<file path="config.mk">
export PLATFORM = sky130hd
export DESIGN_NAME = rv_core
export DESIGN_NICKNAME = d
export VERILOG_FILES = /design/src/hw/rv_pkg.sv /design/src/hw/rv_decode_if.sv /design/src/hw/rv_decoder.sv /design/src/hw/rv_exec.sv /design/src/hw/rv_regfile.sv /design/src/hw/rv_control.sv /design/src/hw/rv_core.sv
export VERILOG_INCLUDE_DIRS = /design/src /design/src/hw
export SDC_FILE = /design/constraint.sdc
export NUM_CORES = 2
export LEC_CHECK = 0
export BUFFER_PORTS_ARGS = -buffer_cell sky130_fd_sc_hd__buf_2
export CAP_MARGIN = 0
export CORE_MARGIN = 4
export CORE_UTILIZATION = 35
export CTS_BUF_LIST = sky130_fd_sc_hd__clkbuf_4 sky130_fd_sc_hd__clkbuf_8
export CTS_CLUSTER_SIZE = 10
export DETAILED_ROUTE_END_ITERATION = 10
export GPL_ROUTABILITY_DRIVEN = 0
export GPL_TIMING_DRIVEN = 1
export SETUP_SLACK_MARGIN = 0.2
export SYNTH_ARGS = -nofsm -noshare
export SYNTH_HDL_FRONTEND = slang
export SYNTH_SLANG_ARGS = --single-unit
</file>
<file path="constraint.sdc">
create_clock -name clk -period 9.3 [get_ports clk]
set_clock_uncertainty 0.15 [all_clocks]
set_input_delay 1.86 -clock clk [delete_from_list [all_inputs] [get_ports clk]]
set_output_delay 1.86 -clock clk [all_outputs]
set_load 0.1 [all_outputs]
</file>
<file path="src/hw/rv_defines.svh">
`ifndef RV_DEFINES_SVH
`define RV_DEFINES_SVH

`define RV_RESET_PC   32'h8000_0000

`define RV_OP_OP      7'b0110011
`define RV_OP_OP_IMM  7'b0010011
`define RV_OP_LUI     7'b0110111
`define RV_OP_AUIPC   7'b0010111
`define RV_OP_JAL     7'b1101111
`define RV_OP_JALR    7'b1100111
`define RV_OP_BRANCH  7'b1100011
`define RV_OP_LOAD    7'b0000011
`define RV_OP_STORE   7'b0100011
`define RV_OP_SYSTEM  7'b1110011

// branch conditions
`define RV_F3_BEQ     3'b000
`define RV_F3_BNE     3'b001
`define RV_F3_BLT     3'b100
`define RV_F3_BGE     3'b101
`define RV_F3_BLTU    3'b110
`define RV_F3_BGEU    3'b111

// alu operations
`define RV_F3_ADD     3'b000
`define RV_F3_SLL     3'b001
`define RV_F3_SLT     3'b010
`define RV_F3_SLTU    3'b011
`define RV_F3_XOR     3'b100
`define RV_F3_SR      3'b101
`define RV_F3_OR      3'b110
`define RV_F3_AND     3'b111

`define RV_EBREAK     32'h0010_0073

`endif

</file>
<file path="src/hw/rv_pkg.sv">
`default_nettype none

package rv_pkg;

    typedef logic [31:0] word_t;
    typedef logic [4:0]  reg_idx_t;

    typedef enum logic [3:0] {
        ALU_ADD,
        ALU_SUB,
        ALU_SLL,
        ALU_SLT,
        ALU_SLTU,
        ALU_XOR,
        ALU_SRL,
        ALU_SRA,
        ALU_OR,
        ALU_AND
    } alu_op_t;

    // nine classes need a fourth bit
    typedef enum logic [3:0] {
        CLASS_ALU,
        CLASS_UPPER,   // lui or auipc
        CLASS_JAL,
        CLASS_JALR,
        CLASS_BRANCH,
        CLASS_LOAD,
        CLASS_STORE,
        CLASS_HALT,
        CLASS_NOP
    } inst_class_t;

    typedef enum logic [2:0] {
        ST_FETCH_REQ,
        ST_FETCH_REL,
        ST_EXECUTE,
        ST_DATA_REQ,
        ST_DATA_REL,
        ST_HALT
    } ctrl_state_t;

endpackage

`default_nettype wire

</file>
<file path="src/hw/rv_decode_if.sv">
`timescale 1ns/100ps
`default_nettype none

interface rv_decode_if;
    import rv_pkg::*;

    inst_class_t inst_class;
    reg_idx_t    rs1;
    reg_idx_t    rs2;
    reg_idx_t    rd;
    word_t       imm;
    alu_op_t     alu_op;
    logic [2:0]  funct3;
    logic        is_lui;   // picks zero over pc in the upper class

    modport decoder (
        output inst_class, rs1, rs2, rd, imm, alu_op, funct3, is_lui
    );

    modport consumer (
        input inst_class, rs1, rs2, rd, imm, alu_op, funct3, is_lui
    );

endinterface

`default_nettype wire

</file>
<file path="src/hw/rv_decoder.sv">
`timescale 1ns/100ps
`default_nettype none

`include "rv_defines.svh"

module rv_decoder (
    input  rv_pkg::word_t inst,
    rv_decode_if.decoder  dec
);
    import rv_pkg::*;

    logic [6:0] opcode;
    logic       funct7_5;   // sub and sra select

    assign opcode   = inst[6:0];
    assign funct7_5 = inst[30];

    assign dec.rd     = inst[11:7];
    assign dec.rs1    = inst[19:15];
    assign dec.rs2    = (opcode == `RV_OP_OP_IMM) ? '0 : inst[24:20]; // immediate form reads x0
    assign dec.funct3 = inst[14:12];
    assign dec.is_lui = (opcode == `RV_OP_LUI);

    always_comb begin
        case (opcode)
            `RV_OP_OP, `RV_OP_OP_IMM: dec.inst_class = CLASS_ALU;
            `RV_OP_LUI, `RV_OP_AUIPC: dec.inst_class = CLASS_UPPER;
            `RV_OP_JAL:               dec.inst_class = CLASS_JAL;
            `RV_OP_JALR:              dec.inst_class = CLASS_JALR;
            `RV_OP_BRANCH:            dec.inst_class = CLASS_BRANCH;
            `RV_OP_LOAD:              dec.inst_class = CLASS_LOAD;
            `RV_OP_STORE:             dec.inst_class = CLASS_STORE;
            `RV_OP_SYSTEM: begin
                dec.inst_class = (inst == `RV_EBREAK) ? CLASS_HALT : CLASS_NOP;
            end
            default:                  dec.inst_class = CLASS_NOP; // unknown opcode
        endcase
    end

    // register form keeps a zero immediate so exec can merge operand b
    always_comb begin
        case (opcode)
            `RV_OP_OP_IMM, `RV_OP_JALR, `RV_OP_LOAD: begin
                dec.imm = {{20{inst[31]}}, inst[31:20]};
            end
            `RV_OP_STORE:  dec.imm = {{20{inst[31]}}, inst[31:25], inst[11:7]};
            `RV_OP_BRANCH: begin
                dec.imm = {{20{inst[31]}}, inst[7], inst[30:25], inst[11:8], 1'b0};
            end
            `RV_OP_LUI, `RV_OP_AUIPC: dec.imm = {inst[31:12], 12'b0};
            `RV_OP_JAL: begin
                dec.imm = {{12{inst[31]}}, inst[19:12], inst[20], inst[30:21], 1'b0};
            end
            default:       dec.imm = '0;
        endcase
    end

    always_comb begin
        dec.alu_op = ALU_ADD;   // address and target sums
        if (opcode == `RV_OP_OP || opcode == `RV_OP_OP_IMM) begin
            case (inst[14:12])
                `RV_F3_ADD:  dec.alu_op = (opcode == `RV_OP_OP && funct7_5) ? ALU_SUB : ALU_ADD;
                `RV_F3_SLL:  dec.alu_op = ALU_SLL;
                `RV_F3_SLT:  dec.alu_op = ALU_SLT;
                `RV_F3_SLTU: dec.alu_op = ALU_SLTU;
                `RV_F3_XOR:  dec.alu_op = ALU_XOR;
                `RV_F3_SR:   dec.alu_op = funct7_5 ? ALU_SRA : ALU_SRL;
                `RV_F3_OR:   dec.alu_op = ALU_OR;
                `RV_F3_AND:  dec.alu_op = ALU_AND;
            endcase
        end
    end

endmodule

`default_nettype wire

</file>
<file path="src/hw/rv_exec.sv">
`timescale 1ns/100ps
`default_nettype none

`include "rv_defines.svh"

module rv_exec (
    rv_decode_if.consumer dec,
    input  rv_pkg::word_t pc,
    input  rv_pkg::word_t src1,
    input  rv_pkg::word_t src2,
    output rv_pkg::word_t result,
    output rv_pkg::word_t next_pc,
    output rv_pkg::word_t mem_addr
);
    import rv_pkg::*;

    word_t alu_a;
    word_t alu_b;
    word_t alu_res;
    word_t pc_plus4;
    logic  taken;

    assign pc_plus4 = pc + 32'd4;

    always_comb begin
        alu_a = src1;
        alu_b = dec.imm;
        case (dec.inst_class)
            CLASS_ALU:                 alu_b = src2 | dec.imm; // one side is always zero
            CLASS_UPPER:               alu_a = dec.is_lui ? '0 : pc;
            CLASS_JAL, CLASS_BRANCH:   alu_a = pc;
            default: ;                 // jalr, load, store: rs1 + imm
        endcase
    end

    always_comb begin
        case (dec.alu_op)
            ALU_ADD:  alu_res = alu_a + alu_b;
            ALU_SUB:  alu_res = alu_a - alu_b;
            ALU_SLL:  alu_res = alu_a << alu_b[4:0];
            ALU_SLT:  alu_res = {31'b0, $signed(alu_a) < $signed(alu_b)};
            ALU_SLTU: alu_res = {31'b0, alu_a < alu_b};
            ALU_XOR:  alu_res = alu_a ^ alu_b;
            ALU_SRL:  alu_res = alu_a >> alu_b[4:0];
            ALU_SRA:  alu_res = $signed(alu_a) >>> alu_b[4:0];
            ALU_OR:   alu_res = alu_a | alu_b;
            ALU_AND:  alu_res = alu_a & alu_b;
            default:  alu_res = alu_a + alu_b;
        endcase
    end

    always_comb begin
        case (dec.funct3)
            `RV_F3_BEQ:  taken = (src1 == src2);
            `RV_F3_BNE:  taken = (src1 != src2);
            `RV_F3_BLT:  taken = ($signed(src1) < $signed(src2));
            `RV_F3_BGE:  taken = ($signed(src1) >= $signed(src2));
            `RV_F3_BLTU: taken = (src1 < src2);
            `RV_F3_BGEU: taken = (src1 >= src2);
            default:     taken = 1'b0;
        endcase
    end

    always_comb begin
        result  = alu_res;
        next_pc = pc_plus4;
        case (dec.inst_class)
            CLASS_JAL: begin
                result  = pc_plus4;   // link
                next_pc = alu_res;
            end
            CLASS_JALR: begin
                result  = pc_plus4;
                next_pc = {alu_res[31:1], 1'b0};
            end
            CLASS_BRANCH: begin
                if (taken) next_pc = alu_res;
            end
            default: ;
        endcase
    end

    assign mem_addr = alu_res;   // rs1 + imm for load and store

endmodule

`default_nettype wire

</file>
<file path="src/hw/rv_regfile.sv">
`timescale 1ns/100ps
`default_nettype none

module rv_regfile (
    input  logic             clk,
    input  logic             we,
    input  rv_pkg::reg_idx_t waddr,
    input  rv_pkg::word_t    wdata,
    input  rv_pkg::reg_idx_t raddr1,
    input  rv_pkg::reg_idx_t raddr2,
    output rv_pkg::word_t    rdata1,
    output rv_pkg::word_t    rdata2
);
    import rv_pkg::*;

    word_t regs [1:31];   // x0 has no storage

    always_ff @(posedge clk) begin
        if (we && waddr != '0) begin
            regs[waddr] <= wdata;
        end
    end

    assign rdata1 = (raddr1 == '0) ? '0 : regs[raddr1];
    assign rdata2 = (raddr2 == '0) ? '0 : regs[raddr2];

    // x0 is never a write target
    a_x0_zero: assert property (@(posedge clk)
        we |-> waddr != '0);

endmodule

`default_nettype wire

</file>
<file path="src/hw/rv_control.sv">
`timescale 1ns/100ps
`default_nettype none

`include "rv_defines.svh"

module rv_control (
    input  logic          clk,
    input  logic          reset,
    rv_decode_if.consumer dec,
    input  rv_pkg::word_t result,
    input  rv_pkg::word_t next_pc,
    input  rv_pkg::word_t data_addr,
    input  rv_pkg::word_t store_data,
    output rv_pkg::word_t pc,
    output rv_pkg::word_t inst,
    output logic          rf_we,
    output rv_pkg::word_t rf_wdata,
    output logic          mem_req,
    output logic          mem_we,
    output rv_pkg::word_t mem_addr,
    output rv_pkg::word_t mem_wdata,
    input  logic          mem_ack,
    input  rv_pkg::word_t mem_rdata,
    output logic          halted
);
    import rv_pkg::*;

    ctrl_state_t state;
    logic        writes_rd;
    logic        load_done;

    always_ff @(posedge clk) begin
        if (reset) begin
            state <= ST_DATA_REL;   // bus idle, fetch once ack is low
            pc    <= `RV_RESET_PC;
        end else begin
            case (state)
                ST_FETCH_REQ: begin
                    if (mem_ack) state <= ST_FETCH_REL;
                end
                ST_FETCH_REL: begin
                    if (!mem_ack) state <= ST_EXECUTE;   // ack low, bus free
                end
                ST_EXECUTE: begin
                    case (dec.inst_class)
                        CLASS_HALT: state <= ST_HALT;
                        CLASS_LOAD, CLASS_STORE: begin
                            pc    <= next_pc;
                            state <= ST_DATA_REQ;
                        end
                        default: begin
                            pc    <= next_pc;
                            state <= ST_FETCH_REQ;
                        end
                    endcase
                end
                ST_DATA_REQ: begin
                    if (mem_ack) state <= ST_DATA_REL;
                end
                ST_DATA_REL: begin
                    if (!mem_ack) state <= ST_FETCH_REQ;
                end
                default: state <= ST_HALT;   // stays until reset
            endcase
        end
    end

    always_ff @(posedge clk) begin
        if (state == ST_FETCH_REQ && mem_ack) begin
            inst <= mem_rdata;
        end
    end

    always_comb begin
        case (dec.inst_class)
            CLASS_ALU, CLASS_UPPER, CLASS_JAL, CLASS_JALR: writes_rd = 1'b1;
            default:                                       writes_rd = 1'b0;
        endcase
    end

    assign load_done = (state == ST_DATA_REQ) && mem_ack && (dec.inst_class == CLASS_LOAD);

    assign rf_we    = (dec.rd != '0) && ((state == ST_EXECUTE && writes_rd) || load_done);
    assign rf_wdata = load_done ? mem_rdata : result;

    assign mem_req   = (state == ST_FETCH_REQ) || (state == ST_DATA_REQ);
    assign mem_we    = (state == ST_DATA_REQ) && (dec.inst_class == CLASS_STORE);
    assign mem_addr  = (state == ST_DATA_REQ) ? data_addr : pc;
    assign mem_wdata = store_data;
    assign halted    = (state == ST_HALT);

    // request drops only once the memory has answered
    a_req_fall: assert property (@(posedge clk) disable iff (reset)
        $fell(mem_req) |-> $past(mem_ack));

    a_addr_stable: assert property (@(posedge clk) disable iff (reset)
        mem_req && $past(mem_req) |-> $stable(mem_addr));

    a_halt_quiet: assert property (@(posedge clk) disable iff (reset)
        halted |=> halted && !mem_req);

endmodule

`default_nettype wire

</file>
<file path="src/hw/rv_core.sv">
`timescale 1ns/100ps
`default_nettype none

module rv_core (
    input  logic          clk,
    input  logic          reset,
    output logic          mem_req,
    output logic          mem_we,
    output rv_pkg::word_t mem_addr,
    output rv_pkg::word_t mem_wdata,
    input  logic          mem_ack,
    input  rv_pkg::word_t mem_rdata,
    output logic          halted
);
    import rv_pkg::*;

    word_t pc;
    word_t inst;
    word_t src1;
    word_t src2;
    word_t result;
    word_t next_pc;
    word_t data_addr;
    logic  rf_we;
    word_t rf_wdata;

    rv_decode_if dec_if ();

    rv_decoder decoder_inst (
        .inst (inst),
        .dec  (dec_if.decoder)
    );

    rv_regfile regfile_inst (
        .clk    (clk),
        .we     (rf_we),
        .waddr  (dec_if.rd),
        .wdata  (rf_wdata),
        .raddr1 (dec_if.rs1),
        .raddr2 (dec_if.rs2),
        .rdata1 (src1),
        .rdata2 (src2)
    );

    rv_exec exec_inst (
        .dec      (dec_if.consumer),
        .pc       (pc),
        .src1     (src1),
        .src2     (src2),
        .result   (result),
        .next_pc  (next_pc),
        .mem_addr (data_addr)
    );

    rv_control control_inst (
        .clk        (clk),
        .reset      (reset),
        .dec        (dec_if.consumer),
        .result     (result),
        .next_pc    (next_pc),
        .data_addr  (data_addr),
        .store_data (src2),       // sw writes rs2
        .pc         (pc),
        .inst       (inst),
        .rf_we      (rf_we),
        .rf_wdata   (rf_wdata),
        .mem_req    (mem_req),
        .mem_we     (mem_we),
        .mem_addr   (mem_addr),
        .mem_wdata  (mem_wdata),
        .mem_ack    (mem_ack),
        .mem_rdata  (mem_rdata),
        .halted     (halted)
    );

endmodule

`default_nettype wire

</file>
After elaboration in Yosys (flattened, before gate mapping)
Memories as Yosys holds them, arrays and structs flattened. A register that Yosys moved wholly into a read port is not among the register bits.
Cells that the tools add are included.
Widths: inputs -> output; s select.
{"block": "op_classes", "bitwise": 5, "shift": 3, "mux": 30, "addsub": 3, "reduce_logical": 26, "eq_ne": 45, "magnitude_cmp": 6}
{"operator": "$pmux 32 s9", "n": 1}
{"operator": "$mux 32", "n": 8}
{"operator": "$pmux 32 s5", "n": 1}
{"operator": "$lt 32x32->1", "n": 4}
{"operator": "$pmux 32 s3", "n": 1}
{"operator": "$ge 32x32->1", "n": 2}
{"operator": "$or 32x32->32", "n": 2}
{"operator": "$pmux 32 s2", "n": 1}
{"operator": "$pmux 4 s8", "n": 2}
{"operator": "$add 32x3->32 const B", "n": 1}
{"operator": "$add 32x32->32", "n": 1}
{"operator": "$and 32x32->32", "n": 1}
{"operator": "$eq 32x21->1 const B", "n": 1}
{"operator": "$eq 32x32->1", "n": 1}
{"operator": "$eq 4x3->1 const B", "n": 8}
{"operator": "$ne 32x32->1", "n": 1}
{"operator": "$shl 32x5->32", "n": 1}
{"operator": "$shr 32x5->32", "n": 1}
{"operator": "$sshr 32x5->32", "n": 1}
{"operator": "$sub 32x32->32", "n": 1}
{"operator": "$xor 32x32->32", "n": 1}
{"operator": "$eq 7x7->1 const B", "n": 4}
{"operator": "$eq 7x6->1 const B", "n": 3}
{"operator": "$eq 3x3->1 const B", "n": 6}
{"operator": "other kinds (27)", "n": 64}
{"block": "totals", "elab_cells": 122, "output_inout_bits": 67, "mem_bits_rw": 992, "n_memories": 1, "ff_bits": 67}
{"name": "regfile_inst.regs", "depth": 31, "width": 32, "read_ports": 2, "rd_clocked_by_memory_dff": 1, "wr": 1, "line": "rv_regfile.sv:16", "text": "word_t regs [1:31];"}

Logic depth before layout (Yosys ltp)
{"block": "logic_depth", "ltp_word": 12, "mapped_depth": 32, "depth_no_buf": 27}

By module
From an unflattened synthesis, not the netlist that was laid out.
{"block": "hier_totals", "hier_cells": 5030, "hier_area_um2": 63996.4}
{"mod": "rv_regfile", "n_inst": 1, "seq_area_each_um2": 29788.6, "cells_per_inst": 2601, "area_per_inst_um2": 46498.3}
{"mod": "rv_exec", "n_inst": 1, "seq_area_each_um2": 0.0, "cells_per_inst": 1983, "area_per_inst_um2": 13000.0}
{"mod": "rv_control", "n_inst": 1, "seq_area_each_um2": 1661.6, "cells_per_inst": 308, "area_per_inst_um2": 3555.9}
{"mod": "rv_decoder", "n_inst": 1, "seq_area_each_um2": 0.0, "cells_per_inst": 138, "area_per_inst_um2": 942.2}

Least setup slack after synthesis
OpenSTA, ideal clock, no wires.
{"block": "synth_path", "path_type": "register to output", "from": "reg control_inst.inst[3]", "to": "out mem_addr[31]", "n_path_buf": 7, "arrival_time_ps": 9733, "path_slack_ps": -2443, "required_ps": 7290, "path_stages_with_launch": 27, "cell_sequence": "edfxtp_1 > buf_2 > or4b_1 > buf_4 > o21ai_4 > clkbuf_1 > clkbuf_1 > clkbuf_1 > clkbuf_1 > a221oi_1 > o31ai_1 > nand3_1 > a21oi_1 > inv_1 > o21ai_0 > ha_1 > clkbuf_1 > nand3_1 > o31ai_1 > a211oi_1 > o41ai_1 > a311o_1 > a21boi_0 > o31ai_1 > xor2_1 > nor2_1 > o31ai_1"}
{"block": "synth_between", "elab_chain_len": 9, "word_cells_on_any_way": 54, "cone_classes": "add/sub (2); eq/ne (23); shift (3); mux (13); bitwise (4); reduce/logical (8); memory (1)"}
{"item": "start, declared", "line": "rv_control.sv:15", "text": "output rv_pkg::word_t inst,"}
{"item": "start signal, assigned", "line": "rv_control.sv:70", "text": "inst <= mem_rdata;"}
{"item": "$eq 7x5->1 (no source line) *"}
{"item": "$mux 5 *", "line": "rv_decoder.sv:20", "text": "assign dec.rs2 = (opcode == `RV_OP_OP_IMM) ? '0 : inst[24:20];"}
{"item": "$mem_v2 31x32 or $logic_not 5->1 (tied branches)"}
{"item": "$mux 32 *", "line": "rv_regfile.sv:25", "text": "assign rdata2 = (raddr2 == '0) ? '0 : regs[raddr2];"}
{"item": "net mem_wdata[10]", "line": "rv_core.sv:10", "text": "output rv_pkg::word_t mem_wdata,"}
{"item": "$or 32x32->32 *", "line": "rv_exec.sv:29", "text": "CLASS_ALU: alu_b = src2 | dec.imm;"}
{"item": "$mux 32 *", "line": "rv_exec.sv:28", "text": "case (dec.inst_class)"}
{"item": "$add 32x32->32 or $sub 32x32->32 (tied branches)", "line": "rv_exec.sv:38, rv_exec.sv:48, rv_exec.sv:39"}
{"item": "$pmux 32 s9 *", "line": "rv_exec.sv:37", "text": "case (dec.alu_op)"}
{"item": "$mux 32 *", "line": "rv_control.sv:88", "text": "assign mem_addr = (state == ST_DATA_REQ) ? data_addr : pc;"}
{"item": "end, declared", "line": "rv_core.sv:9", "text": "output rv_pkg::word_t mem_addr,"}
Mark *: on every way through the listed nets, which the timed path passes. The rest lies on a longest branch.

Worst setup path in the final report
{"block": "layout_path", "from": "reg control_inst.inst[6]", "to": "out mem_addr[28]"}
{"block": "layout_between", "elab_chain_len": 9, "word_cells_on_any_way": 54, "cone_classes": "add/sub (2); eq/ne (23); shift (3); mux (13); bitwise (4); reduce/logical (8); memory (1)"}
{"item": "$eq 7x5->1 (tied with other cells)", "line": "rv_decoder.sv:25, rv_decoder.sv:42"}
{"item": "$mux 5 (tied with other cells)", "line": "rv_decoder.sv:20"}
{"item": "$mem_v2 31x32 (tied with other cells)"}
{"item": "$mux 32 (tied with other cells)", "line": "rv_regfile.sv:25"}
{"item": "$or 32x32->32 or $reduce_or 2->1 (tied branches)", "line": "rv_exec.sv:29, rv_exec.sv:28"}
{"item": "$mux 32 or $pmux 32 s2 (tied branches)", "line": "rv_exec.sv:28"}
{"item": "$add 32x32->32 (tied with other cells)", "line": "rv_exec.sv:38, rv_exec.sv:48"}
{"item": "$pmux 32 s9 *", "line": "rv_exec.sv:37"}
{"item": "$mux 32 *", "line": "rv_control.sv:88"}
Mark *: on every way between the ends. The rest lies on a longest branch, timed or not.

==> qor_table.md <==
| Parameter | This run |
|---|---|
| Arr. time, crit path | 7.44 ns |
| Post-synthesis cell area | 61700 um2 |
| Commonest cells in the netlist | 1024 x sky130_fd_sc_hd__edfxtp_1, 729 x sky130_fd_sc_hd__nand2_1, 309 x sky130_fd_sc_hd__clkbuf_1 |
| Slowest library cell on the worst path | sky130_fd_sc_hd__or4b_4 |
| Sink count of the clock tree | 1064 |
| Number of CTS-inserted buffers | 174 |
| Worst path setup slack after routing | -0.154 ns |
| Reg-to-Reg End | control_inst.pc[9] |
| Total Routing Usage GR | 0.286 |
| Via total after detailed routing | 54800 |
| Root buffer selected by CTS | sky130_fd_sc_hd__clkbuf_8 |
| Fraction of registers with async set or reset after synthesis | 0 |
| Most frequent cell after synthesis | sky130_fd_sc_hd__edfxtp_1 |
| Number of DRC violations after detailed routing | 0 |
| Highest net fanout along the worst path | 19 |
| Actual slew at the worst max-slew pin | 1.43 ns |
| Layout Cells excl Fill | 8285 |
| Average wire length per cell after detail routing | 33.3 um |
| Synthesis-stage register bit count | 1064 |
| Ports placed on the boundary | 102 |
| Total power density per cell area | 177 nW/um2 |
| Critical hold path startpoint | control_inst.pc[0] |
| Initial core utilization | 0.354 |
| R2r worst-path depth | 57 |
| Seq/Total Area, Yosys | 0.511 |
| Syn Inst Count | 5443 |
| Iteration count of the initial detailed-routing pass | 6 |
| Required time of the worst setup path | 7.29 ns |
| Area added between synthesis and finish | 20.9% |
| Endpoint type of the worst setup path | output pin |
| Detailed Route Iter0 Violations | 9369 |
| Number of global-route vias before repair | 51500 |
| Final setup violating endpoints | 9 |
| Initial antenna violation count | 12 |
| Number of buffers inserted for hold repair after clock tree synthesis | 0 |
| Core outline area | 175000 um2 |
| Die footprint | 183000 um2 |
| Final Critical Period | 9.45 ns |
| Cell seen most often among critical-path stages | sky130_fd_sc_hd__buf_12 |
| Post-synth net total | 5610 |
| Yosys top cell area share | 0.498 |
| Result of the run | finished with violations |
| Worst setup slack for register-to-register paths | -0.02 ns |
| Die width | 428 um |
| Class of the tightest hold or removal check | reg -> reg |
| Nets@finish | 5979 |
| Unique masters post-synth | 103 |
| Number of enable-type register cells in the synthesized netlist | 1024 |
| Cell type contributing the most total cell area after synthesis | sky130_fd_sc_hd__edfxtp_1 |
| Ranking of synthesized cells by area | sky130_fd_sc_hd__edfxtp_1 50%, sky130_fd_sc_hd__mux4_2 8.1%, sky130_fd_sc_hd__mux2i_1 4.6% |
| DP Worst Slack | -0.403 ns |
| Crit path kind | reg -> out |
| Post-placement cell count | 7784 |
| Ratio of routed vias to standard cells | 6.62 |
| Total congestion overflow | 0 |
| Fraction of final layout cells sized beyond drive strength 1 | 0.264 |
| Hold EP | control_inst.pc[0] |
| Violated checks | negative setup slack |
| Maximum clock rate | 0.106 GHz |
| Die Y | 428 um |
| Final period util | 1.02 |
| Wire length reported by the detailed router | 276000 um |
| Number of nets with antenna violations after detailed routing | 0 |
| Top FF cell, synth | sky130_fd_sc_hd__edfxtp_1 |
| Launch point of the worst reg-to-reg path | control_inst.inst[6] |
| TritonCTS clock tree | done |
| Hold depth | 2 |
| Post-CTS clock slew at the launch and capture registers of the worst setup and hold paths | 0.06 ns |
| Biggest cell delay along the critical path | 0.61 ns |
| H-tree level count | 4 |
| Hold Vio Cnt, Final | 0 |
| Synth Area per Inst | 11.3 um2 |
| Kind of start point of the critical path | flip-flop |
| Skew-Pair Late Insertion Delay | 0.93 ns |
| IO Port Bufs | 101 |
| Number of buffers on the longest clock path | 3 |
| Placed wire-length estimate after detailed placement | 175000 um |
| Maximum number of pins on one net before global-route repair | 75 |
| Max-slew violation total from the final report | 0 |
| RSZ-0062 raised after global routing | true |
| Max-slew headroom | 0.0460 |
| Site Rows | 153 |
| Number of maximum-capacitance violations | 0 |
| Wire length of the first global-routing pass | 383000 um |
| Number of warning messages in the yosys log | 0 |
| Highest ir drop seen on vdd | 0.000106 V |
| Leakage power figure | 26.2 nW |
==> stage by stage <==
step / utilization / setup TNS [ns] / instance area [um2] / hold slack [ns] / power (mW)
6_report: 0.428 / -0.662 / 74600 / 0.372 / 13.2
5_1_grt: 0.428 / -5.15 / 74600 / 0.386 / 13.6
4_1_cts: 0.419 / -0.234 / 73100 / 0.369 / 12.9
3_5_place_dp: 0.386 / -0.595 / 67500 / 0.351 / 8.56
3_3_place_gp: 0.386 / -0.256 / 67500 / 0.339 / 8.53
2_1_floorplan: - / -0.0736 / 61900 / 0.326 / 7.42
==> power by group <==
part	switching, mW	total (mW)	internal (mW)
sequential	0.0357	5.63	5.59
combinational	2.24	3.33	1.09
clock	2.01	4.23	2.22
total	4.29	13.2	8.90
==> worst max-delay path by stage <==
stage	startpoint	to	slack (ns)
final	control_inst.inst[6]	mem_addr[28]	-0.15
after global routing	control_inst.inst[6]	mem_addr[27]	-0.24
after CTS	control_inst.inst[5]	mem_addr[19]	-0.07
after detailed placement	control_inst.inst[5]	mem_addr[19]	-0.40
after global placement	control_inst.inst[6]	mem_addr[19]	-0.25
after floorplan	control_inst.inst[20]	mem_addr[31]	-0.07
==> logic make-up after synthesis <==
kind of cell,after synthesis,share of synthesized area
AOI/OAI and AO/OA,1438,0.160
and+or+nand+nor,1612,0.118
buffers and inverters,587,0.0393
DFF,1064,0.511
muxes,556,0.136
xor gates and xnor gates,54,0.00766
adders and majority gates,132,0.0270
==> layout by cell type, fill, tap and decap left out, drive strengths merged, types with 27 or more instances in the layout <==
cell type	instances
o31ai	40
o21ai	232
mux2	46
buf	633
nor2	306
edfxtp	1024
xnor2	30
nand3	209
ha	130
and2	27
mux4	223
a22oi	39
o221ai	34
dfxtp	40
o311ai	33
a31oi	126
a21o	38
a211oi	75
nand2	732
mux2i	287
a311o	27
o22ai	87
a21oi	300
and3	74
a221oi	139
clkinv	76
nor2b	45
inv	142
o211ai	47
nor3	74
clkbuf	230
==> layout make-up <==
class	count	area (um2)
Fill cell	16100	99900
Clock inverter	92	659
Timing Repair Buffer	640	6180
Clock buffer	227	2840
Tap cell	2325	2910
Sequential cell	1064	31600
Inverter	139	529
Multi-Input combinational cell	3793	30000
Antenna cell	5	12.5
==> flip-flops by register name, indices dropped and copies added (netlist names), named ones only <==
signal	flops
control_inst.inst	32
regfile_inst.regs	992
control_inst.state	3
control_inst.pc	32
==> routing by layer <==
metal,part of all wire,vias to the layer above,GRT usage
li1,-,22000,-
met1,0.34,26900,0.349
met2,0.44,4741,0.433
met3,0.13,1168,0.0814
met4,0.090,12,0.206
met5,0.00028,-,0
==> critical path, delay by kind of cell, from the launching register on <==
| family | cells | cell delay (ns) |
|---|---|---|
| AOI/OAI and AO/OA | 14 | 3.28 |
| xor gates and xnor gates | 1 | 0.09 |
| adders and majority gates | 1 | 0.18 |
| buffers and inverters | 9 | 1.66 |
| DFF | 1 | 0.40 |
| and+or+nand+nor | 3 | 0.84 |
==> repair_timing <==
action | CTS | global route
pin swaps | 104 | 116
cloned | 8 | 4
setup endpoints to repair | 25 | 59
resized for setup | 233 | 226
setup buffers | 117 | 48
No activity file was read; power rests on OpenSTA's default activity.
